File: src/verilog/CorePkg.sv
package CorePkg;

    // Physical register tag and sequence number widths
    localparam int TAG_W = 6;
    localparam int SQN_W = 6;

    localparam int XLEN = 32;
    localparam int IMM_W = 32;

    typedef enum logic [0:0] {
        FU_INT,
        FU_MUL
    } FuncUnit;

    // OP_MUL only goes with FU_MUL
    typedef enum logic [2:0] {
        OP_ADD,
        OP_SUB,
        OP_AND,
        OP_XOR,
        OP_SLT,
        OP_MUL
    } AluOp;

endpackage
File: src/verilog/ExecUnit.sv
`timescale 1ns/1ps

module ExecUnit
    import CorePkg::*;
(
    input  logic              clk,
    input  logic              rst,
    input  logic              stall,

    input  logic              exValid,
    input  AluOp              exOp,
    input  FuncUnit           exFu,
    input  logic [XLEN-1:0]   exSrcA,
    input  logic [XLEN-1:0]   exSrcB,
    input  logic [TAG_W-1:0]  exTagDst,
    input  logic [SQN_W-1:0]  exSqN,

    output logic              intValid,
    output logic [TAG_W-1:0]  intTag,
    output logic [XLEN-1:0]   intResult,
    output logic [SQN_W-1:0]  intSqN,

    output logic              mulValid,
    output logic [TAG_W-1:0]  mulTag,
    output logic [XLEN-1:0]   mulResult,
    output logic [SQN_W-1:0]  mulSqN
);

localparam int HALF = XLEN / 2;

logic            m1Valid;
logic [XLEN-1:0] m1Low;
logic [HALF-1:0] m1Cross;
logic [TAG_W-1:0] m1Tag;
logic [SQN_W-1:0] m1SqN;

// Input is held under stall, so the same INT result is offered again
assign intValid = exValid && exFu == FU_INT;
assign intTag = exTagDst;
assign intSqN = exSqN;

always_comb begin
    case (exOp)
        OP_ADD: intResult = exSrcA + exSrcB;
        OP_SUB: intResult = exSrcA - exSrcB;
        OP_AND: intResult = exSrcA & exSrcB;
        OP_XOR: intResult = exSrcA ^ exSrcB;
        OP_SLT: intResult = {{(XLEN-1){1'b0}}, $signed(exSrcA) < $signed(exSrcB)};
        default: intResult = '0;
    endcase
end

// Stage 1 builds partial products, stage 2 sums them (low half only)
always_ff @(posedge clk) begin
    if (rst) begin
        m1Valid <= 1'b0;
        mulValid <= 1'b0;
    end
    else begin
        m1Valid <= exValid && exFu == FU_MUL && !stall;
        mulValid <= m1Valid;
    end
end

always_ff @(posedge clk) begin
    m1Low <= exSrcA[HALF-1:0] * exSrcB[HALF-1:0];
    m1Cross <= exSrcA[HALF-1:0] * exSrcB[XLEN-1:HALF] + exSrcA[XLEN-1:HALF] * exSrcB[HALF-1:0];
    m1Tag <= exTagDst;
    m1SqN <= exSqN;

    mulResult <= m1Low + {m1Cross, {HALF{1'b0}}};
    mulTag <= m1Tag;
    mulSqN <= m1SqN;
end

fuMatchesOp: assert property (@(posedge clk) disable iff (rst)
    exValid |-> ((exOp == OP_MUL) == (exFu == FU_MUL)))
    else $error("exOp and exFu disagree");

endmodule

File: config.mk
export PLATFORM = sky130hd
export DESIGN_NAME = ExecUnit
export DESIGN_NICKNAME = d
export VERILOG_FILES = /design/src/verilog/CorePkg.sv /design/src/verilog/ExecUnit.sv
export SDC_FILE = /design/constraint.sdc
export NUM_CORES = 2
export LEC_CHECK = 0
export ABC_AREA = 1
export BUFFER_PORTS_ARGS = -buffer_cell sky130_fd_sc_hd__clkbuf_2
export CAP_MARGIN = 30
export CELL_PAD_IN_SITES_DETAIL_PLACEMENT = 1
export CELL_PAD_IN_SITES_GLOBAL_PLACEMENT = 1
export CORE_MARGIN = 2
export CORE_UTILIZATION = 43
export CTS_BUF_LIST = sky130_fd_sc_hd__clkbuf_8
export DETAILED_ROUTE_END_ITERATION = 12
export MAX_ROUTING_LAYER = met4
export PLACE_DENSITY = 0.88
export SLEW_MARGIN = 0
export SYNTH_ARGS = -nofsm -noshare
export SYNTH_HDL_FRONTEND = slang
export SYNTH_SLANG_ARGS = --single-unit
File: constraint.sdc
create_clock -name clk -period 5.56 [get_ports clk]
set_input_delay 0.278 -clock clk [delete_from_list [all_inputs] [get_ports clk]]
set_output_delay 0.278 -clock clk [all_outputs]
set_load 0.01 [all_outputs]
# Word level (Yosys, flattened, before mapping)
# Index checks and enable logic that the tools add are counted.
word_totals:
  register_bits: 106
  inputBits: 84
  out_inout_bits: 90
  word_cells: 30
classes:
  add_sub_neg: 4
  multipliers: 3
  magnitude_cmp: 1
  eq_ne: 4
  muxes: 1
  n_bitwise: 3
  reduce_logical: 5
ops:
  columns: ["cell", "n"]
  rows:
  - ["$pmux W32 S5", 1]
  - ["$add A32 B32 Y32", 2]
  - ["$and A32 B32 Y32", 1]
  - ["$lt A32 B32 Y1", 1]
  - ["$mul A16 B16 Y16", 2]
  - ["$mul A16 B16 Y32", 1]
  - ["$sub A32 B32 Y32", 1]
  - ["$xor A32 B32 Y32", 1]
  - ["$add A16 B16 Y16", 1]
  - ["$eq A3 B2 Y1 const B", 2]
  - ["$eq A3 B1 Y1 const B", 1]
  - ["$eq A3 B3 Y1 const B", 1]
  - ["$logic_and A1 B1 Y1", 3]
  - ["$logic_not A3 Y1", 1]
  - ["$logic_not A1 Y1", 1]
  - ["$not A1 Y1", 1]

# Logic depth before layout (Yosys ltp)
logic_depth:
  word_depth: 2
  ltp_mapped: 31
  ltp_nobuf: 29

# Worst setup path before layout
# Ideal clock, no wire load.
synth_timing:
  path_type: "input to register"
  start: "in exSrcA[11]"
  end: "reg m1Cross[15]"
  setup_time_ps: 112
  t_arrival_ps: 5924
  setup_slack_ps: -476
  cell_stages: 25
  path_cell_list: "clkbuf_1 > buf_1 > nand2_1 > fa_1 > inv_1 > fa_1 > inv_1 > fa_1 > inv_1 > fa_1 > inv_1 > fa_1 > fa_1 > inv_1 > fa_1 > fa_1 > ha_1 > nand4_1 > inv_1 > nand2_1 > o211ai_1 > a31oi_1 > inv_1 > nand2_1 > nand2_1"
synth_via:
  elab_chain_cells: 2
synth_lines:
  columns: ["item", "line", "text"]
  rows:
  - ["start, declared", "ExecUnit.sv:13", "input logic [XLEN-1:0] exSrcA,"]
  - ["$mul A16 B16 Y16", "ExecUnit.sv:67", "m1Cross <= exSrcA[HALF-1:0] * exSrcB[XLEN-1:HALF] + exSrcA[XLEN-1:HALF] * exSrcB[HALF-1:0];"]
  - ["$add A16 B16 Y16", "ExecUnit.sv:67", null]
  - ["end signal, assigned", "ExecUnit.sv:67", null]
  - ["end, declared", "ExecUnit.sv:33", "logic [HALF-1:0] m1Cross;"]
# Every way passes these cells.
# A chain may end at the register's enable or synchronous reset.

# Final worst setup path
layout_timing:
  start: "in exSrcB[1]"
  end: "reg m1Low[24]"
layout_via:
  elab_chain_cells: 1
layout_lines:
  columns: ["item", "line", "text"]
  rows:
  - ["start, declared", "ExecUnit.sv:14", "input logic [XLEN-1:0] exSrcB,"]
  - ["$mul A16 B16 Y32", "ExecUnit.sv:66", "m1Low <= exSrcA[HALF-1:0] * exSrcB[HALF-1:0];"]
  - ["end signal, assigned", "ExecUnit.sv:66", null]
  - ["end, declared", "ExecUnit.sv:32", "logic [XLEN-1:0] m1Low;"]
# Every way passes these cells.

==> summary.txt <==
Yosys
  – Yosys warning count: 0
  – Mapped Cells: 3,489
  – FFs w/ async S/R, synth: 0%
  – Mapped Area: 25,100 um2
  – Syn Nets: 4,228
  – Main synth FF type: dfxtp_1
  – Sequential fraction of the synthesis area: 8.46%
  – Synthesized flop and latch total: 106
  – Post-Syn Area per Cell: 7.19 um2
  – Netlist cell types: 53
  – Number of flops mapped to enable cells by yosys: 0

Worst setup path
  – Slack of the worst reg-to-reg path: 2.89 ns
  – R2R cell count: 10
  – Crit. path cell count: 27
  – Crit Path Category: in -> reg
  – CP max FO: 9
  – Crit path required time: 5.93 ns
  – Crit-path most repeated cell: nand2_1
  – Worst R2R End: mulResult[30]
  – Crit path buf inv count: 10
  – Crit path largest cell delay: 0.77 ns
  – Arr. time, crit path: 6.53 ns
  – CP Capture Type: flop
  – Reg2Reg Launch Point: m1Cross[1]
  – CP top delay family: adder cells
  – Setup crit start kind: primary input
  – Crit-path slowest cell: fa_1

Layout
  – NumNets Final: 4,570
  – Most common cell after layout, fill and taps aside: inv_1
  – Most frequent cells in the layout: inv_1 (883), nand2_1 (876), fa_1 (357)
  – Layout area overhead: 18.5%
  – Final core utilization: 51.6%
  – Ratio of cells with drive above 1 in the final layout: 17.4%
  – Fill cells: 7,329

Timing
  – Final WS setup: -0.606 ns
  – Final Hold Fails: 0
  – Slew Limit Fails: 0
  – Worst Hold Margin: 0.0427 ns
  – Max frequency: 162 MHz
  – Skew final: 0.0326 ns
  – RSZ-0062 raised after global routing: yes
  – Slew Limit Headroom: 36.0%
  – Final period utilization: 111%
  – Worst slew pin tran: 0.959 ns
  – Clock period minus worst slack: 6.17 ns
  – Setup Viol. Count Final: 23
  – Fin Setup TNS: -7.32 ns

Drt
  – Wire per inst: 26.5 um
  – Iteration-0 DRC Markers: 2,076
  – DRT Pass-1 Iters: 5
  – Final wirelength: 122,000 um
  – DR DRC count: 0
  – Final ANT Viol Nets: 0
  – Via Count: 26,700
  – Via-to-Cell Ratio: 5.78

CTS
  – Clk_lat worst skew: 0.42 ns
  – Max clock buf depth: 2
  – CTS sink cnt: 106
  – CTS Buf Count: 9
  – CTS tree: done
  – Clock transition at the registers of the reported paths: 0.13 ns
  – H-tree levels: 3
  – Root Driver: clkbuf_8

GRT
  – Total grt overflow: 0
  – All-Layer GR Usage: 37.8%
  – First-pass GRT wire length: 167,000 um
  – Largest net degree at the start of global routing: 25
  – Vias in the first global route: 29,400
  – Initial antenna violation count: 13

Run status
  – Outcome: finished with violations
  – Violated checks: negative setup slack

Placed design
  – Hpwl dp: 90,400 um
  – RD Place Congestion: 1.03
  – I/O Buffers: 173

Floorplanning
  – Die area: 60,300 um2
  – Core Footprint: 57,700 um2
  – Core Rows: 88
  – Top Ports: 174
  – Die Ht: 246 um
  – Die X: 246 um
  – Initial cell density of the core: 43.5%

Min path
  – Worst Hold Depth: 2
  – Type of the tightest min-delay check: in -> reg
  – WHS Endpoint: m1Valid
  – Beginning of the worst hold path: stall

Job
  – Max-Cap Viols: 0
[logic make-up after synthesis]
| family | count (synthesis) | share of synthesized area [%] |
|---|---|---|
| AND/OR/NAND/NOR | 1232 | 20.2 |
| buffers and inverters | 1073 | 16.6 |
| adder cells (fa/ha/maj) | 655 | 44.1 |
| AO/OA/AOI/OAI | 357 | 8.38 |
| flip-flops | 106 | 8.46 |
| XOR/XNOR | 66 | 2.30 |
[state kept, by name, summed over array words and instances (netlist names)]
name and flops:
m1Tag 6, mulResult 32, m1Low 32, m1SqN 6, m1Cross 16, mulValid 1, mulSqN 6, m1Valid 1
mulTag 6
[metal layers]
| layer | vias to the layer above | track usage [%] | share of wire (%) |
|---|---|---|---|
| met5 | - | - | 0 |
| met3 | 891 | 6.95 | 9.1 |
| met1 | 13000 | 39.4 | 34 |
| met2 | 1747 | 63.6 | 47 |
| met4 | 0 | 28.5 | 10 |
| li1 | 11100 | - | - |
[cell usage after synthesis (10+ instances only)]
master / n / share of area [%]
clkbuf_1: 76 / 1.1
o21bai_1: 14 / 0.42
dfxtp_1: 106 / 8.5
a21oi_1: 144 / 2.9
buf_2: 34 / 0.68
xnor2_1: 22 / 0.77
nor3_1: 10 / 0.20
a21o_1: 12 / 0.36
o21ai_1: 17 / 0.34
buf_4: 22 / 0.66
a31oi_1: 15 / 0.37
nand3_1: 126 / 2.5
nand2_1: 897 / 13
nand3b_1: 15 / 0.45
buf_1: 11 / 0.16
nand4_1: 30 / 0.75
a21oi_2: 10 / 0.35
nand2_2: 11 / 0.27
xor2_1: 44 / 1.5
o21ai_0: 81 / 1.6
fa_1: 381 / 30
o21a_1: 10 / 0.30
inv_2: 18 / 0.27
o2111ai_1: 11 / 0.38
inv_1: 908 / 14
nor2_1: 118 / 1.8
ha_1: 274 / 14
[cell type report]
type	count	area (um2)	area share, %
clock buffer	9	124	0.416
inverter	927	3480	11.7
multi-input combinational	2310	19400	65.2
clock inverter	7	108	0.362
antenna	17	42.5	0.143
sequential	106	2120	7.13
tap	765	957	3.22
timing repair buffer	477	3520	11.8
[worst max path at each step]
stage                    start     endpoint  slack [ns]
floorplan           exSrcA[12]  m1Cross[15]       -0.17
global placement    exSrcB[19]  m1Cross[15]       -0.36
detailed placement   exSrcB[5]  m1Cross[15]       -0.73
CTS                 exSrcB[18]  m1Cross[15]       -0.07
global route         exSrcB[1]    m1Low[24]       -0.74
finish               exSrcB[1]    m1Low[24]       -0.61
[timing repair]
item,4_1_cts,5_1_grt
pin swaps,33,43
gates resized for setup,77,130
cloned,0,1
hold buffers,10,2
buffers inserted,2,6
endpoints found under the setup margin,21,21
endpoints found under the hold margin,10,2
[stage by stage]
| stage | setup slack [ns] | cell area (um2) | instances |
|---|---|---|---|
| 2_1_floorplan | -0.170 | 25300 | 3489 |
| 3_3_place_gp | -0.355 | 28600 | 4565 |
| 3_5_place_dp | -0.726 | 28600 | 4565 |
| 4_1_cts | -0.0718 | 29200 | 4593 |
| 5_1_grt | -0.741 | 29700 | 4614 |
| 6_report | -0.606 | 29700 | 4618 |
Power is not shown: default switching activity piles up to over one toggle a cycle in this logic, so the estimate is an artifact.
