`src/verilog/CorePkg.sv`:
```
package CorePkg;

    // Physical register tag and sequence number widths
    localparam int TAG_W = 6;
    localparam int SQN_W = 6;

    localparam int XLEN = 32;
    localparam int IMM_W = 32;

    typedef enum logic [0:0] {
        FU_INT,
        FU_MUL
    } FuncUnit;

    // OP_MUL only goes with FU_MUL
    typedef enum logic [2:0] {
        OP_ADD,
        OP_SUB,
        OP_AND,
        OP_XOR,
        OP_SLT,
        OP_MUL
    } AluOp;

endpackage
```
`src/verilog/IssueGate.sv`:
```
`timescale 1ns/1ps

module IssueGate
    import CorePkg::*;
#(
    parameter int NUM_REGS = 64
)
(
    input  logic              clk,
    input  logic              rst,

    input  logic              uopReq,
    input  AluOp              uopOp,
    input  FuncUnit           uopFu,
    input  logic [TAG_W-1:0]  uopTagA,
    input  logic [TAG_W-1:0]  uopTagB,
    input  logic              uopImmB,
    input  logic [IMM_W-1:0]  uopImm,
    input  logic [TAG_W-1:0]  uopTagDst,
    input  logic [SQN_W-1:0]  uopSqN,
    output logic              uopAck,

    input  logic              stall,
    input  logic              wbValid,
    input  logic [TAG_W-1:0]  wbTag,

    output logic              issValid,
    output AluOp              issOp,
    output FuncUnit           issFu,
    output logic [TAG_W-1:0]  issTagA,
    output logic [TAG_W-1:0]  issTagB,
    output logic              issImmB,
    output logic [IMM_W-1:0]  issImm,
    output logic [TAG_W-1:0]  issTagDst,
    output logic [SQN_W-1:0]  issSqN
);

logic [NUM_REGS-1:0] busy;
logic [NUM_REGS-1:0] free;
logic canIssue;

// A tag being written back this cycle counts as free
always_comb begin
    for (int i = 0; i < NUM_REGS; i++) begin
        free[i] = !busy[i] || (wbValid && wbTag == TAG_W'(i));
    end
end

assign canIssue = uopReq && !uopAck && !stall &&
                  free[uopTagA] && (uopImmB || free[uopTagB]) && free[uopTagDst];

always_ff @(posedge clk) begin
    if (rst) begin
        uopAck <= 1'b0;
        issValid <= 1'b0;
        busy <= '0;
    end
    else begin
        if (canIssue) begin
            uopAck <= 1'b1;
        end
        else if (uopAck && !uopReq) begin
            uopAck <= 1'b0;
        end

        // Held while stalled so OperandLoad still sees the micro-op
        if (!stall) begin
            issValid <= canIssue;
        end

        for (int i = 0; i < NUM_REGS; i++) begin
            if (wbValid && wbTag == TAG_W'(i)) begin
                busy[i] <= 1'b0;
            end
        end
        // set after clear, so a new owner of the tag wins
        if (canIssue) begin
            busy[uopTagDst] <= 1'b1;
        end
    end
end

always_ff @(posedge clk) begin
    if (canIssue) begin
        issOp <= uopOp;
        issFu <= uopFu;
        issTagA <= uopTagA;
        issTagB <= uopTagB;
        issImmB <= uopImmB;
        issImm <= uopImm;
        issTagDst <= uopTagDst;
        issSqN <= uopSqN;
    end
end

// Ack only ever answers a live request
ackFollowsReq: assert property (@(posedge clk) disable iff (rst)
    $rose(uopAck) |-> uopReq)
    else $error("uopAck rose without uopReq");

endmodule

```
`config.mk`:
```
export PLATFORM = sky130hd
export DESIGN_NAME = IssueGate
export DESIGN_NICKNAME = d
export VERILOG_FILES = /design/src/verilog/CorePkg.sv /design/src/verilog/IssueGate.sv
export SDC_FILE = /design/constraint.sdc
export NUM_CORES = 1
export LEC_CHECK = 0
export BUFFER_PORTS_ARGS = -buffer_cell sky130_fd_sc_hd__buf_2
export CORE_MARGIN = 2
export CORE_UTILIZATION = 50
export CTS_CLUSTER_SIZE = 8
export DETAILED_ROUTE_END_ITERATION = 7
export GPL_TIMING_DRIVEN = 0
export HOLD_SLACK_MARGIN = 0.03
export PLACE_DENSITY = 0.73
export SYNTH_ARGS = -nofsm -noshare
export SYNTH_HDL_FRONTEND = slang
export SYNTH_SLANG_ARGS = --single-unit
```
`constraint.sdc`:
```
create_clock -name clk -period 14.1 [get_ports clk]
set_clock_uncertainty 0.05 [all_clocks]
set_input_delay 2.82 -clock clk [delete_from_list [all_inputs] [get_ports clk]]
set_output_delay 2.82 -clock clk [all_outputs]
set_load 0.005 [all_outputs]
```
# Word-level counts from Yosys, hierarchy flattened

Index checks and enable logic that the tools add are counted.

Register bits after elaboration: 127
Input port bits: 72
Output and inout port bits: 63
Logic and storage cells: 423

Order comparisons: 4
Equal/unequal tests: 63
Muxes and demuxes: 139
Bitwise gates (word level): 1
Reductions and logical operators: 205

Operator list:

| kind                                                                                | number |
|---|---|
| 6-bit equality test, second input constant                                          | 32 |
| 1-bit two-way mux                                                                   | 134 |
| 6-bit by 5-bit equality test with 1-bit output, second input constant               | 16 |
| 1-bit logical AND                                                                   | 71 |
| 1-bit logical NOT                                                                   | 67 |
| 1-bit logical OR                                                                    | 65 |
| 64-bit two-way mux                                                                  | 1 |
| 64-bit bitwise OR                                                                   | 1 |
| 6-bit by 4-bit equality test with 1-bit output, second input constant               | 8 |
| 6-bit by 3-bit equality test with 1-bit output, second input constant               | 4 |
| 6-bit by 7-bit < comparator with 1-bit output, second input constant                | 3 |
| 1-bit binary-select mux with 6-bit select                                           | 3 |
| 6-bit by 2-bit equality test with 1-bit output, second input constant               | 2 |
| 1-bit demux with 6-bit select                                                       | 1 |
| 6-bit by 1-bit equality test with 1-bit output, second input constant               | 1 |
| 6-bit by 1-bit greater-or-equal comparator with 1-bit output, second input constant | 1 |
| 6-bit logical NOT                                                                   | 1 |
| 2-bit nonzero test                                                                  | 1 |

# Longest topological paths before layout

Depth after elaboration: 9
Mapped depth: 12
Mapped depth without buffers: 8

# Worst setup path after synthesis

Ideal clock, no wire load.

Kind: input -> register
Start point: input port wbTag[0]
End point: register issFu (enable)
Setup time: 0.555 ns
Arrival: 9.008 ns
Required time: 13.495 ns
Path slack: 4.487 ns
Cell stages on the path: 11
Buffers on the path: 3
Cell sequence: buf_2 -> or4b_4 -> o211ai_2 -> o2111ai_1 -> nor3_1 -> o22ai_1 -> nor4_1 -> o211ai_1 -> buf_4 -> buf_6 -> nor3_1

Cells in the longest elaborated chain, start to end: 8
Elaborated cells on any way between the ends: 202
Those cells by class: eq/ne: 63; mux: 6; reduce/logical: 133

Ends and longest elaborated chain:

| item                                                                   | line                             | source |
|---|---|---|
| from (decl)                                                            | IssueGate.sv:25                  | `input logic [TAG_W-1:0] wbTag,` |
| 6-bit by 1-bit equality test with 1-bit output (tied with other cells) | IssueGate.sv:45                  | `free[i] = !busy[i] \|\| (wbValid && wbTag == TAG_W'(i));` |
| 1-bit logical AND                                                      | IssueGate.sv:45                  |  |
| 1-bit logical OR                                                       | IssueGate.sv:45                  |  |
| 1-bit binary-select mux with 6-bit select                              | IssueGate.sv:50                  | `free[uopTagA] && (uopImmB \|\| free[uopTagB]) && free[uopTagDst];` |
| 1-bit two-way mux (implied by the code)                                | IssueGate.sv:50                  |  |
| 1-bit logical AND / 1-bit logical OR (equally long branches)           | IssueGate.sv:49, IssueGate.sv:50 |  |
| 1-bit logical AND                                                      | IssueGate.sv:50                  |  |
| 1-bit logical AND (*)                                                  | IssueGate.sv:50                  |  |
| named net canIssue                                                     | IssueGate.sv:40                  | `logic canIssue;` |
| to (signal assigned)                                                   | IssueGate.sv:86                  | `issFu <= uopFu;` |
| to (decl)                                                              | IssueGate.sv:29                  | `output FuncUnit issFu,` |

The timed path passes the listed nets; every way through them passes the cells marked *. The select of a mux whose other input is x is not followed.
A chain may end at the register's enable or synchronous reset.

# Worst setup path after layout

Start point: input port wbTag[0]
End point: register issSqN[0] (enable)

Cells in the longest elaborated chain, start to end: 8
Elaborated cells on any way between the ends: 202
Those cells by class: eq/ne: 63; mux: 6; reduce/logical: 133

Ends and longest elaborated chain:

| item                                                                   | line                             | source |
|---|---|---|
| 6-bit by 1-bit equality test with 1-bit output (tied with other cells) | IssueGate.sv:45                  |  |
| 1-bit logical AND                                                      | IssueGate.sv:45                  |  |
| 1-bit logical OR                                                       | IssueGate.sv:45                  |  |
| 1-bit binary-select mux with 6-bit select                              | IssueGate.sv:50                  |  |
| 1-bit two-way mux (implied by the code)                                | IssueGate.sv:50                  |  |
| 1-bit logical AND / 1-bit logical OR (equally long branches)           | IssueGate.sv:49, IssueGate.sv:50 |  |
| 1-bit logical AND                                                      | IssueGate.sv:50                  |  |
| 1-bit logical AND (*)                                                  | IssueGate.sv:50                  |  |
| named net canIssue                                                     | IssueGate.sv:40                  |  |
| to (signal assigned)                                                   | IssueGate.sv:92                  | `issSqN <= uopSqN;` |
| to (decl)                                                              | IssueGate.sv:35                  | `output logic [SQN_W-1:0] issSqN` |

Marks and branches as above.

==> impl_metrics.env <==
export IMPL_postCtsSetupBuffers=0
export IMPL_ys_seq_area_share_pct=42.8
export IMPL_nFillCells=1245
export IMPL_swShare_pct=25.2
export IMPL_numCtsBuffers=17
export IMPL_slowest_stage="o21ai_0"
export IMPL_n_antenna_cell=0
export IMPL_pwr_share_clk_pct=47.4
export IMPL_slew_headroom_pct=31.6
export IMPL_antenna_found_initial=0
export IMPL_cts_htree_levels=4
export IMPL_worst_path_most_repeated_cell="buf_6"
export IMPL_syn_to_final_growth_pct=21.5
export IMPL_clk_path_buf_depth=2
export IMPL_start_kind="primary input"
export IMPL_synthAdderAreaFrac_pct=0
export IMPL_powerDensity_nw_per_um2=111
export IMPL_netlist_area_leader_share_pct=24.9
export IMPL_cts_clk_slew_worst_paths_ns=0.05
export IMPL_crit_fanout=14
export IMPL_ant_nets=0
export IMPL_routedWlPerCell_um=25.2
export IMPL_dp_hpwl_mm=20.2
export IMPL_cts_num_sinks=127
export IMPL_crit_arrival_ns=7.15
export IMPL_p_leak_nw=2.80
export IMPL_drc=0
export IMPL_muxShareOfSynthArea_pct=4.94
export IMPL_gpl_final_weighted_congestion=1.05
export IMPL_min_period_ns=7.06
export IMPL_syn_nets=815
export IMPL_ys_async_sr_fraction_pct=0
export IMPL_critPathKind="in2reg"
export IMPL_finalMaxSlewViolations=0
export IMPL_tritoncts="done"
export IMPL_ir_drop_v=0.0000859
export IMPL_initial_core_util_pct=50.9
export IMPL_ctsHoldBuffers=0
export IMPL_drive_gt1_share_pct=27.6
export IMPL_fp_dieW_um=125
export IMPL_met1_length_mm=10.3
export IMPL_r2r_slack_ns=10.19
export IMPL_synthCells=743
export IMPL_nNetsFinal=972
export IMPL_max_stage_delay_ns=0.82
export IMPL_met2_wirelength_mm=11.9
export IMPL_drt_iter0_markers=1478
export IMPL_io_pins=135
export IMPL_synth_top_family_by_area="compound AO/OA/AOI/OAI gates"
export IMPL_synth_top_cell_by_area="edfxtp_1"
export IMPL_track_usage_pct=34.3
export IMPL_synth_xor_area_share_pct=0
export IMPL_clk_latency_ns=0.43
export IMPL_crit_required_ns=14.18
export IMPL_synth_top_cells_by_area="edfxtp_1 (25%), dfxtp_1 (18%), o32ai_2 (7.9%)"
export IMPL_seqPwrFrac_pct=40.1
export IMPL_grt_max_degree=17
export IMPL_wl_met3_mm=4.03
export IMPL_viasPerCell=7.05
export IMPL_clockRootBuffer="clkbuf_16"
export IMPL_rsz0062_at_grt="false"
export IMPL_syn_area_um2=7370
export IMPL_rows=44
export IMPL_grt_pass1_vias=7126
export IMPL_grt_pass1_wl_mm=41.3
export IMPL_synth_compound_area_share_pct=32.1
export IMPL_ys_flop_type="dfxtp_1"
export IMPL_synth_seq_cells=127
export IMPL_p_int_uw=744
export IMPL_seq_area_um2=3150
export IMPL_dieArea_um2=15700
export IMPL_clock_fmax_mhz=142
export IMPL_cp_cell_sequence="buf_2, buf_2, nand4b_1, o21ai_0, o22ai_1, nor3_1, o22ai_1, nor4_1, o211ai_1, buf_4, buf_6, nor3_2, buf_6, buf_6, buf_6, buf_6"
export IMPL_coreArea_um2=14500
export IMPL_status="complete, no violations"
export IMPL_synth_edf_count=61
export IMPL_hp_class="reg2reg"
export IMPL_drt_total_wl_mm=27.6
export IMPL_cap_violations=0
export IMPL_drt_pass1_iterations=6
export IMPL_final_common_cell="buf_2"
export IMPL_finalCritPeriodShare_pct=50.1
export IMPL_vias=7735
export IMPL_port_buffers=133
export IMPL_multi_input_area_um2=3800
export IMPL_ys_types=65
export IMPL_combPwrFrac_pct=12.5
export IMPL_yosys_warnings=0
export IMPL_fin_setup_tns_ns=0
export IMPL_tightest_slew_ns=1.01
export IMPL_p_switching_uw=251
export IMPL_endpoint_kind="register"
export IMPL_mostFrequentLayoutCells="buf_2 (147), o21ai_0 (108), nor3_1 (75)"
export IMPL_cts_resized=0
export IMPL_die_h_um=125
export IMPL_synthSimpleGateAreaFrac_pct=14.4
export IMPL_overflow=0
export IMPL_syn_area_per_cell_um2=9.92
export IMPL_top_layer="met4"
export IMPL_hold_viol_final=0
export IMPL_setup_violations=0
export IMPL_final_util_pct=61.8
-- through the flow --
stage / power, mW / worst slack (ns) / cells / cell area (um2) / hold WS, ns
2_1_floorplan: 0.478 / 4.49 / 743 / 7370 / 0.416
3_3_place_gp: 0.525 / 2.03 / 1060 / 8270 / 0.427
3_5_place_dp: 0.527 / 6.86 / 1065 / 8330 / 0.413
4_1_cts: 0.992 / 7.29 / 1097 / 8950 / 0.423
5_1_grt: 1.02 / 6.86 / 1097 / 8950 / 0.456
6_report: 0.996 / 7.04 / 1097 / 8950 / 0.420
-- final cells by class --
class	instances	share of cell area [%]
well taps	184	2.57
inverters	5	0.210
flip-flops and latches	127	35.2
multi-input cells	523	42.4
repair buffers	138	8.10
clock inverters	15	2.22
plain buffers	88	4.51
clock buffers	17	4.75
-- worst max-delay path: cells and delay by family --
family / cells / cell delay [ns]
AO/OA/AOI/OAI: 4 / 1.50
buffers and inverters: 8 / 1.46
AND/OR/NAND/NOR: 4 / 1.33
-- routing by layer --
layer / track usage (%) / up-vias
met5: 0 / -
met4: 17.0 / 0
met3: 9.93 / 133
met2: 52.7 / 736
met1: 44.6 / 3535
li1: - / 3331
-- cells in the mapped netlist, types with 3 or more instances --
cell and number:
a21oi_1 4, a221oi_1 3, a311oi_1 4, a31oi_1 5
a32oi_1 5, buf_1 5, buf_2 14, buf_4 7
buf_6 4, clkbuf_1 58, dfxtp_1 66, edfxtp_1 61
inv_1 3, mux2i_1 9, mux4_2 10, nand2_1 17
nand3_1 13, nand3b_1 9, nand4_1 7, nand4b_1 5
nand4bb_1 6, nor2_1 29, nor2b_1 7, nor3_1 76
nor3b_1 3, nor4_1 3, o2111ai_1 7, o211ai_1 31
o21ai_0 108, o21ai_1 30, o22ai_1 27, o32ai_1 30
o32ai_2 36
-- flip-flops by register name (all words and copies together), names as in the netlist --
register   count
issImmB        1
issTagB        6
issFu          1
issOp          3
issValid       1
issTagA        6
uopAck         1
busy          64
issImm        32
issSqN         6
issTagDst      6
-- power groups by stage --
stage / sequential, mW / combinational [mW] / clock (mW)
2_1_floorplan: 0.410 / 0.0681 / 0
3_3_place_gp: 0.409 / 0.116 / 0
4_1_cts: 0.399 / 0.120 / 0.473
6_report: 0.399 / 0.125 / 0.472
3_5_place_dp: 0.407 / 0.120 / 0
5_1_grt: 0.400 / 0.131 / 0.490
-- cell families (layout without fill, tap and decap cells) --
kind of cell	Yosys count	in the layout
buffers and inverters	93	263
AO/OA/AOI/OAI	311	311
AND/OR/NAND/NOR	190	190
flip-flops	127	127
multiplexers	22	22
-- worst paths after layout --
kind                                from        end  depth (start not counted)
worst max-delay path            wbTag[0]  issSqN[0]                         16
worst max register to register   busy[9]  issSqN[0]                         12
worst min register to register  issValid   issValid                          2
worst min-delay path            issValid   issValid                          2
No activity file was read; power rests on OpenSTA's default activity.
