--- src/verilog/CorePkg.sv ---
package CorePkg;

    // Physical register tag and sequence number widths
    localparam int TAG_W = 6;
    localparam int SQN_W = 6;

    localparam int XLEN = 32;
    localparam int IMM_W = 32;

    typedef enum logic [0:0] {
        FU_INT,
        FU_MUL
    } FuncUnit;

    // OP_MUL only goes with FU_MUL
    typedef enum logic [2:0] {
        OP_ADD,
        OP_SUB,
        OP_AND,
        OP_XOR,
        OP_SLT,
        OP_MUL
    } AluOp;

endpackage
--- src/verilog/OperandLoad.sv ---
`timescale 1ns/1ps

module OperandLoad
    import CorePkg::*;
(
    input  logic              clk,
    input  logic              rst,

    // Keeps the previous output on writeback contention
    input  logic              stall,

    input  logic              issValid,
    input  AluOp              issOp,
    input  FuncUnit           issFu,
    input  logic [TAG_W-1:0]  issTagA,
    input  logic [TAG_W-1:0]  issTagB,
    input  logic              issImmB,
    input  logic [IMM_W-1:0]  issImm,
    input  logic [TAG_W-1:0]  issTagDst,
    input  logic [SQN_W-1:0]  issSqN,

    output logic [TAG_W-1:0]  rfAddrA,
    output logic [TAG_W-1:0]  rfAddrB,
    input  logic [XLEN-1:0]   rfDataA,
    input  logic [XLEN-1:0]   rfDataB,

    // Writeback snoop
    input  logic              wbValid,
    input  logic [TAG_W-1:0]  wbTag,
    input  logic [XLEN-1:0]   wbResult,

    // Zero cycle forward from the ALU
    input  logic              zcValid,
    input  logic [TAG_W-1:0]  zcTag,
    input  logic [XLEN-1:0]   zcResult,

    output logic              exValid,
    output AluOp              exOp,
    output FuncUnit           exFu,
    output logic [XLEN-1:0]   exSrcA,
    output logic [XLEN-1:0]   exSrcB,
    output logic [TAG_W-1:0]  exTagDst,
    output logic [SQN_W-1:0]  exSqN
);

logic [XLEN-1:0] srcA;
logic [XLEN-1:0] srcB;

assign rfAddrA = issTagA;
assign rfAddrB = issTagB;

// Newest value first
always_comb begin
    if (zcValid && zcTag == issTagA) begin
        srcA = zcResult;
    end
    else if (wbValid && wbTag == issTagA) begin
        srcA = wbResult;
    end
    else begin
        srcA = rfDataA;
    end
end

always_comb begin
    if (issImmB) begin
        srcB = issImm;
    end
    else if (zcValid && zcTag == issTagB) begin
        srcB = zcResult;
    end
    else if (wbValid && wbTag == issTagB) begin
        srcB = wbResult;
    end
    else begin
        srcB = rfDataB;
    end
end

always_ff @(posedge clk) begin
    if (rst) begin
        exValid <= 1'b0;
    end
    else if (!stall) begin
        exValid <= issValid;
    end
end

always_ff @(posedge clk) begin
    if (!stall && issValid) begin
        exOp <= issOp;
        exFu <= issFu;
        exSrcA <= srcA;
        exSrcB <= srcB;
        exTagDst <= issTagDst;
        exSqN <= issSqN;
    end
end

endmodule

--- config.mk ---
export PLATFORM = sky130hd
export DESIGN_NAME = OperandLoad
export DESIGN_NICKNAME = d
export VERILOG_FILES = /design/src/verilog/CorePkg.sv /design/src/verilog/OperandLoad.sv
export SDC_FILE = /design/constraint.sdc
export NUM_CORES = 1
export LEC_CHECK = 0
export BUFFER_PORTS_ARGS = -buffer_cell sky130_fd_sc_hd__buf_4
export CAP_MARGIN = 10
export CORE_UTILIZATION = 25
export DETAILED_ROUTE_END_ITERATION = 16
export PLACE_DENSITY = 0.5
export SLEW_MARGIN = 20
export SYNTH_ARGS = -nofsm -noshare
export SYNTH_HDL_FRONTEND = slang
export SYNTH_SLANG_ARGS = --single-unit
--- constraint.sdc ---
create_clock -name clk -period 9.6 [get_ports clk]
set_clock_uncertainty 0.05 [all_clocks]
set_input_delay 2.4 -clock clk [delete_from_list [all_inputs] [get_ports clk]]
set_output_delay 2.4 -clock clk [all_outputs]
set_load 0.02 [all_outputs]
Word level (Yosys, flattened, before mapping). Index checks and enable logic that the tools add are counted.

ROM bits: 0. Output and inout bits: 93. Bits in latches: 0. Bits of input ports: 207. Flip-flop bits (word level): 81. Memory bits (writable): 0. Word-level logic and storage cells: 22. Memories kept: 0.

Reductions and logical operators: 6. Multiply operators: 0. Order comparisons: 0. Equality and inequality tests: 4. $add $sub $neg: 0. Mux-type cells: 5. Bitwise logic cells: 0. Div/mod/pow operators: 0. Shifts and indexed selects: 0.

Operators with widths (number): $mux W32 (5); $eq A6 B6 Y1 (4); $logic_and A1 B1 Y1 (5); $logic_not A1 Y1 (1).

Longest topological paths before layout. Gate-level depths: netlist (run 1).

Depth after elaboration: 5. Gate-level depth with buffers: 7. Gate-level depth less buffers: 5.

Worst setup path before layout (run 1). Ideal clock, no wire load.

Path kind: in2reg. From: input stall. To: register exFu (enable). Buffers on the path: 0. Setup slack: 3.020 ns. Arrival: 5.999 ns. Stages on the path: 1. Data required time: 9.019 ns. Library setup time: 0.531 ns. Cells stage by stage: nor2b_1.

Word-level cells in the longest chain between the ends: 2.

Ends and longest elaborated chain: start: declaration (line OperandLoad.sv:10) `input logic stall,`; $logic_not A1 Y1 (line OperandLoad.sv:90) `if (!stall && issValid) begin`; $logic_and A1 B1 Y1 (line OperandLoad.sv:90); end signal: assignment (line OperandLoad.sv:92) `exFu <= issFu;`; end: declaration (line OperandLoad.sv:39) `output FuncUnit exFu,`.

No other way between the ends. A chain may end at the register's enable or synchronous reset.

Final worst setup path (run 1).
From: input issTagB[3]. To: output rfAddrB[3].

RTL lines: start: declaration (line OperandLoad.sv:16) `input logic [TAG_W-1:0] issTagB,`; end: declaration (line OperandLoad.sv:23) `output logic [TAG_W-1:0] rfAddrB,`.

No word-level cell between the ends.

==> results of run 1 <==
-- final cells by class --
class,instances,area [um2],share of cell area [%]
Clock buffer,10,239.0,3.123
Clock inverter,6,50.05,0.6540
Multi-Input combinational cell,294,2320,30.31
Sequential cell,81,2422,31.65
Tap cell,265,331.6,4.333
Timing Repair Buffer,305,2290,29.92
-- tightest hold or removal path, cell delays in order, from the launching register on --
cell and delay (ps):
dfxtp_1 320, a21oi_1 120, nor2_1 50
-- state kept, by name, summed over array words and instances, names as in the netlist --
name	cells
exFu	1
exTagDst	6
exValid	1
exSrcA	32
exSrcB	32
exSqN	6
exOp	3
-- kinds of logic after synthesis --
group,after synthesis
buf+inv,45
xor+xnor,24
flops,81
simple gates,109
mux,32
compound gates,129
-- worst max-delay path by stage --
| stage | start | endpoint | slack, ps | cells after the start |
|---|---|---|---|---|
| after floorplan | stall | exFu | 3020 | 1 |
| after global placement | issTagB[3] | rfAddrB[3] | 4470 | 2 |
| after detailed placement | issTagA[3] | rfAddrA[3] | 4460 | 2 |
| after CTS | issTagA[3] | rfAddrA[3] | 4460 | 2 |
| after global routing | issTagA[3] | rfAddrA[3] | 4460 | 2 |
| final | issTagB[3] | rfAddrB[3] | 4470 | 2 |
-- power groups by stage --
stage                     sequential [uW]  clock, uW  combinational (uW)
after floorplan                       467          0                76.0
after global placement                434          0                 236
after detailed placement              434          0                 237
after CTS                             426        357                 238
after global routing                  429        365                 251
final                                 426        343                 235
-- synthesized netlist by cell type, types with 2 or more instances --
master | instances | area (um2)
mux2i_1 | 32 | 320.3
a211oi_2 | 30 | 375.4
a211oi_1 | 2 | 15.01
nand2_1 | 64 | 240.2
buf_6 | 3 | 33.78
o31ai_1 | 2 | 15.01
a21boi_0 | 31 | 232.7
o21ai_1 | 4 | 20.02
xor2_1 | 9 | 78.83
nor4_4 | 2 | 42.54
xnor2_1 | 15 | 131.4
buf_2 | 4 | 20.02
o31ai_2 | 30 | 375.4
buf_12 | 4 | 80.08
edfxtp_1 | 80 | 2402
nand4_1 | 3 | 18.77
clkbuf_4 | 2 | 15.01
clkbuf_1 | 16 | 60.06
o21ai_2 | 28 | 245.2
nor2_1 | 34 | 127.6
buf_4 | 15 | 112.6
-- metrics by stage --
step / total power, uW / setup WS (ps)
2_1_floorplan: 542.8 / 3020
3_3_place_gp: 669.3 / 4466
3_5_place_dp: 671.3 / 4464
4_1_cts: 1022 / 4464
5_1_grt: 1044 / 4463
6_report: 1004 / 4466
-- layer usage --
layer | track usage, % | routed length [um]
met3 | 4.371 | 1444
met5 | 0 | 0
met1 | 20.21 | 7442
met2 | 31.10 | 9414
met4 | 5.319 | 260
==> qor.yml, run 1 <==
run_status:
  outcome: "complete, no violations"
finish:
  final_common_cell: "buf_4"
  area.growth.synth_to_final_pct: 51.46
  num-nets-final: 898
  stdcell_count: 961
  fin_util_pct: 38.94
  final_cell_mix: "305 x buf_4, 80 x edfxtp_1, 64 x nand2_1, 33 x nor2_1, 32 x mux2i_1"
  fill_cells: 1974
  fin_area_um2: 7652
  antenna_cells: 0
  drive_gt1_share_pct: 59.77
pwr:
  switching_share_pct: 28.08
  power_frac_clock_pct: 34.2
  p_int_uw: 722.2
  power_frac_seq_pct: 42.4
  switching_power_uw: 281.9
  p_comb_share_pct: 23.4
  p_leak_uw: 0.003019
  powerDensity_nw_per_um2: 131.2
  peakVddDrop_uv: 56.21
min_path:
  min_from: "exValid"
  hold_depth: 2
  worstHoldEndpoint: "exValid"
  hold_class: "reg2reg"
yosys:
  synth_nets: 627
  synth_xor_area_share_pct: 4.160
  synth_compound_area_share_pct: 25.56
  synth_mux_area_share_pct: 6.340
  synthSimpleGateAreaFrac_pct: 9.559
  syn_area_um2: 5052
  synth_fa_ha_area_share_pct: 0
  ys.flop_type: "edfxtp_1"
  synth-edff-count: 80
  yosysSeqAreaShare_pct: 47.94
  netlist_instances: 420
  ys_ff_latch: 81
  synth-warning-count: 0
  async_flop_share_pct: 0
  avgSynthCellArea_um2: 12.03
  synth_cell_types: 31
  synth_top_family_by_area: "compound AO/OA/AOI/OAI gates"
setup_path:
  critPathLaunchType: "primary input"
  ff2ff_setup_slack_ps: 8950
  slowest_delay_ps: 150
  worstReg2RegEnd: "exValid"
  path_class: "in2out"
  required_ps: 7150
  r2r-start: "exValid"
  worst-path-buf-inv: 2
  critPathArrivalTime_ps: 2680
  endpoint_kind: "output port"
  path_max_fanout: 3
  crit_top_cell: "buf_4"
  crit_chain: "buf_4, buf_4"
  crit_family: "buffers and inverters"
  cp_slowest_cell: "buf_4"
  worstRegToRegCells: 2
drt:
  wirelength_um: 18560
  first_iter_violations: 202
  drc: 0
  first_pass_iters: 4
  viasPerCell: 4.597
  routedWlPerCell_um: 19.31
  via_count: 4418
  ant_nets: 0
cts:
  cts_made_buffers: 9
  cts-root-buf: "clkbuf_16"
  post_cts_resized: 0
  cts_setup_buffers: 0
  clock_latency_ps: 340
  cts.sinks: 81
  h-tree-depth: 3
  clk_pin_slew_ps: 70
  cts_max_path_buffers: 2
  postCtsHoldBufs: 0
  cts_tree: "yes"
place:
  gp_congestion: 0.8077
  placed_cell_area_um2: 7363
  portBuffers: 299
  dp_hpwl_um: 13120
  dp.cells: 945
timing:
  setup_violations: 0
  setup_tns_ps: 0
  fmax_ghz: 0.1948
  rsz0062_at_grt: "false"
  worst_pin_slew_ps: 916.0
  hold_ws_ps: 475.2
  hold_viol: 0
  period_minus_slack_ps: 5134
  report.final.slew_viol_count: 0
  maxSlewHeadroom_pct: 38.93
  min_period_over_period_pct: 53.48
floorplanning:
  die_h_um: 144.2
  pin_count: 300
  start_util_pct: 25.71
  dieArea_um2: 20780
  num_rows: 51
  die_w_um: 144.2
  core_um2: 19650
global_routing:
  grt_pass1_wl_um: 26430
  globalRouteOverflowTotal: 0
  antenna_found_initial: 0
  grt_usage_pct: 17.36
  grt_pass1_vias: 4620
  grt_max_degree: 65
job:
  max_cap_violations: 0
Power figures use the tool's default switching activity.
==> inputs of run 2 (changes only) <==
ABC_AREA = 1   (was default)
PLACE_DENSITY = 0.51   (was 0.5)
clock period = 4.35 ns   (was 9.6 ns; I/O delays follow)
==> run 2 against run 1 <==
Compared with the run above:
- utilization decreased by 0.076 points
- critical endpoint is now exSrcA[30]
- synthesized area increased by 4.0%
- sequential power increased by 120%
- sequential share of layout area decreased by 1.1 points
- largest cell class unchanged
- critical path type is now in2reg
- clock power increased by 150%
- count of clock-buffer cells in the layout decreased by 1
- wire length increased by 19%
- sequential cell count unchanged
==> qor.yml, run 2 <==
floorplanning:
  pin_count: 300  # unchanged
  die_w_um: 147.0  # +1.9%
  core_um2: 20430  # +3.9%
  start_util_pct: 25.72  # about the same
  die_h_um: 147.0  # +1.9%
  num_rows: 52  # +2.0%
  dieArea_um2: 21600  # +3.9%
cts:
  postCtsHoldBufs: 0  # unchanged
  clock_latency_ps: 350  # about the same
  cts.sinks: 81  # unchanged
  cts_max_path_buffers: 2  # unchanged
  post_cts_resized: 0  # unchanged
  cts_setup_buffers: 0  # unchanged
  clk_pin_slew_ps: 70  # about the same
  cts-root-buf: "clkbuf_16"
  h-tree-depth: 3  # unchanged
  cts_made_buffers: 9  # unchanged
  cts_tree: "yes"
finish:
  antenna_cells: 0  # unchanged
  num-nets-final: 1175  # +31%
  area.growth.synth_to_final_pct: 51.11
  top_regs: "exSrcA x32, exSrcB x32"
  fill_cells: 2200  # +11%
  drive_gt1_share_pct: 34.88  # -25 points
  final_cell_mix: "309 x buf_4, 248 x nand2_1, 98 x nand3_1, 86 x inv_1, 80 x edfxtp_1"
  final_common_cell: "buf_4"
yosys:
  synth_cell_types: 22  # -29%
  synthTopCellsByArea: "edfxtp_1 46%, nand2_1 18%, nand3_1 9.3%"
  netlist_instances: 700  # +67%
  netlist_top_cells_count: "249 x nand2_1, 98 x nand3_1, 86 x inv_1"
  synth-edff-count: 80  # unchanged
  avgSynthCellArea_um2: 7.505  # -38%
  yosys.area.top_type_share_pct: 45.73  # -1.8 points
  ys.flop_type: "edfxtp_1"
  ys_ff_latch: 81  # unchanged
  async_flop_share_pct: 0  # unchanged
  synth_top_cell_by_area: "edfxtp_1"
  yosysSeqAreaShare_pct: 46.11  # -1.8 points
  syn_area_um2: 5254  # +4.0%
  synth_nets: 907  # +45%
  yosysMostFrequentCell: "nand2_1"
  synth-warning-count: 0  # unchanged
global_routing:
  grt_pass1_vias: 5459  # +18%
  globalRouteOverflowTotal: 0  # unchanged
  grt_pass1_wl_um: 31910  # +21%
  antenna_found_initial: 0  # unchanged
  grt_usage_pct: 19.96  # +2.6 points
  grt_max_degree: 65  # unchanged
setup_path:
  required_ps: 4410  # -2740 ps
  cp_slowest_cell: "inv_1"
  crit_family: "buffers and inverters"
  endpoint_kind: "register"
  path_max_fanout: 33  # +30
  path_class: "in2reg"
  worst-path-buf-inv: 5  # +3
  critPathLaunchType: "primary input"
  slowest_delay_ps: 500  # +350 ps
  crit_top_cell: "nand2_1"
  crit_chain: "buf_4, inv_1, nand2_1, o211ai_1, nor2_1, nand2_1, buf_4, inv_1, buf_4, nand2_1, nand2_1"
  critPathArrivalTime_ps: 2970  # +290 ps
pwr:
  powerDensity_nw_per_um2: 295.5  # +130%
  p_total_uw: 2346  # +130%
  peakVddDrop_uv: 126.2  # +120%
  p_leak_uw: 0.003987  # +32%
drt:
  drc: 0  # unchanged
  first_iter_violations: 395  # +96%
  wirelength_um: 22140  # +19%
  viasPerCell: 4.596  # about the same
  routedWlPerCell_um: 17.83  # -7.7%
  first_pass_iters: 6  # +2
  ant_nets: 0  # unchanged
  via_count: 5708  # +29%
place:
  dp_hpwl_um: 16040  # +22%
  gp_congestion: 0.8567  # +6.1%
  portBuffers: 299  # unchanged
min_path:
  hold_class: "reg2reg"
timing:
  setup_tns_ps: 0  # unchanged
  hold_viol: 0  # unchanged
  maxSlewHeadroom_pct: 37.58  # -1.4 points
  report.final.slew_viol_count: 0  # unchanged
  rsz0062_at_grt: "false"
  setup_violations: 0  # unchanged
  min_period_over_period_pct: 66.93
  worst_pin_slew_ps: 934.1  # +18.08 ps
  period_minus_slack_ps: 2912
  fmax_ghz: 0.3435
run_status:
  outcome: "complete, no violations"
job:
  max_cap_violations: 0  # unchanged
==> run 2: changes by cell type after synthesis, sizes merged, moves of 33 or more <==
cell and change:
a21oi +35, nand3 +97, inv +93, nand2 +186
nand3b +33
==> run 2: logic make-up (layout without fill, tap and decap cells) <==
group / Yosys count / in the layout / synth area share (%)
AOI/OAI and AO/OA: 75 / 75 / 7.383
and+or+nand+nor: 397 / 397 / 33.53
xor gates and xnor gates: 2 / 2 / 0.3335
DFF: 81 / 81 / 46.11
buffers and inverters: 145 / 417 / 12.65
==> run 2: metrics by stage <==
| step | utilization, % | worst slack, ps | instance area, um2 | hold slack [ps] | cells |
|---|---|---|---|---|---|
| global route | 38.86 | 1304 | 7939 | 484.2 | 1242 |
| floorplan | - | 669.3 | 5256 | 527.4 | 700 |
| CTS | 38.85 | 1444 | 7936 | 449.5 | 1242 |
| detailed placement | 37.29 | 1067 | 7619 | 431.6 | 1227 |
| finish | 38.86 | 1438 | 7939 | 449.2 | 1242 |
| global placement | 37.29 | 1092 | 7619 | 428.6 | 1227 |
==> run 2: power breakdown <==
part	internal, uW	switching (uW)
combinational	255	306
clock	503	340
sequential	925	16.7
==> run 2: area by class of cell <==
type / count / area (um2) / area share (%)
clock buffer: 9 / 225.2 / 2.837
clock inverter: 6 / 92.59 / 1.166
inverter: 93 / 349.1 / 4.397
multi-input combinational: 474 / 2192 / 27.61
sequential: 81 / 2422 / 30.51
tap: 270 / 337.8 / 4.255
timing repair buffer: 309 / 2320 / 29.22
==> run 2: final timing paths <==
check / start / to / slack [ps] / cells after the start
worst max-delay path: issTagA[2] / exSrcA[30] / 1440 / 11
worst min-delay path: exValid / exValid / 450 / 2
worst max register to register: exValid / exValid / 3720 / 2
worst min register to register: exValid / exValid / 450 / 2
==> run 2: metal layers <==
layer / global-route usage [%] / vias to the layer above / wire, um
met5: 0 / - / 0
met4: 7.371 / 0 / 478
met3: 4.410 / 29 / 1712
met2: 33.60 / 279 / 10650
met1: 24.96 / 2606 / 9295
li1: - / 2794 / -
==> run 2: worst register-to-register path, stage by stage (launching register included) <==
cell and delay, ps:
dfxtp_1 310, a21oi_1 120, nor2_1 50
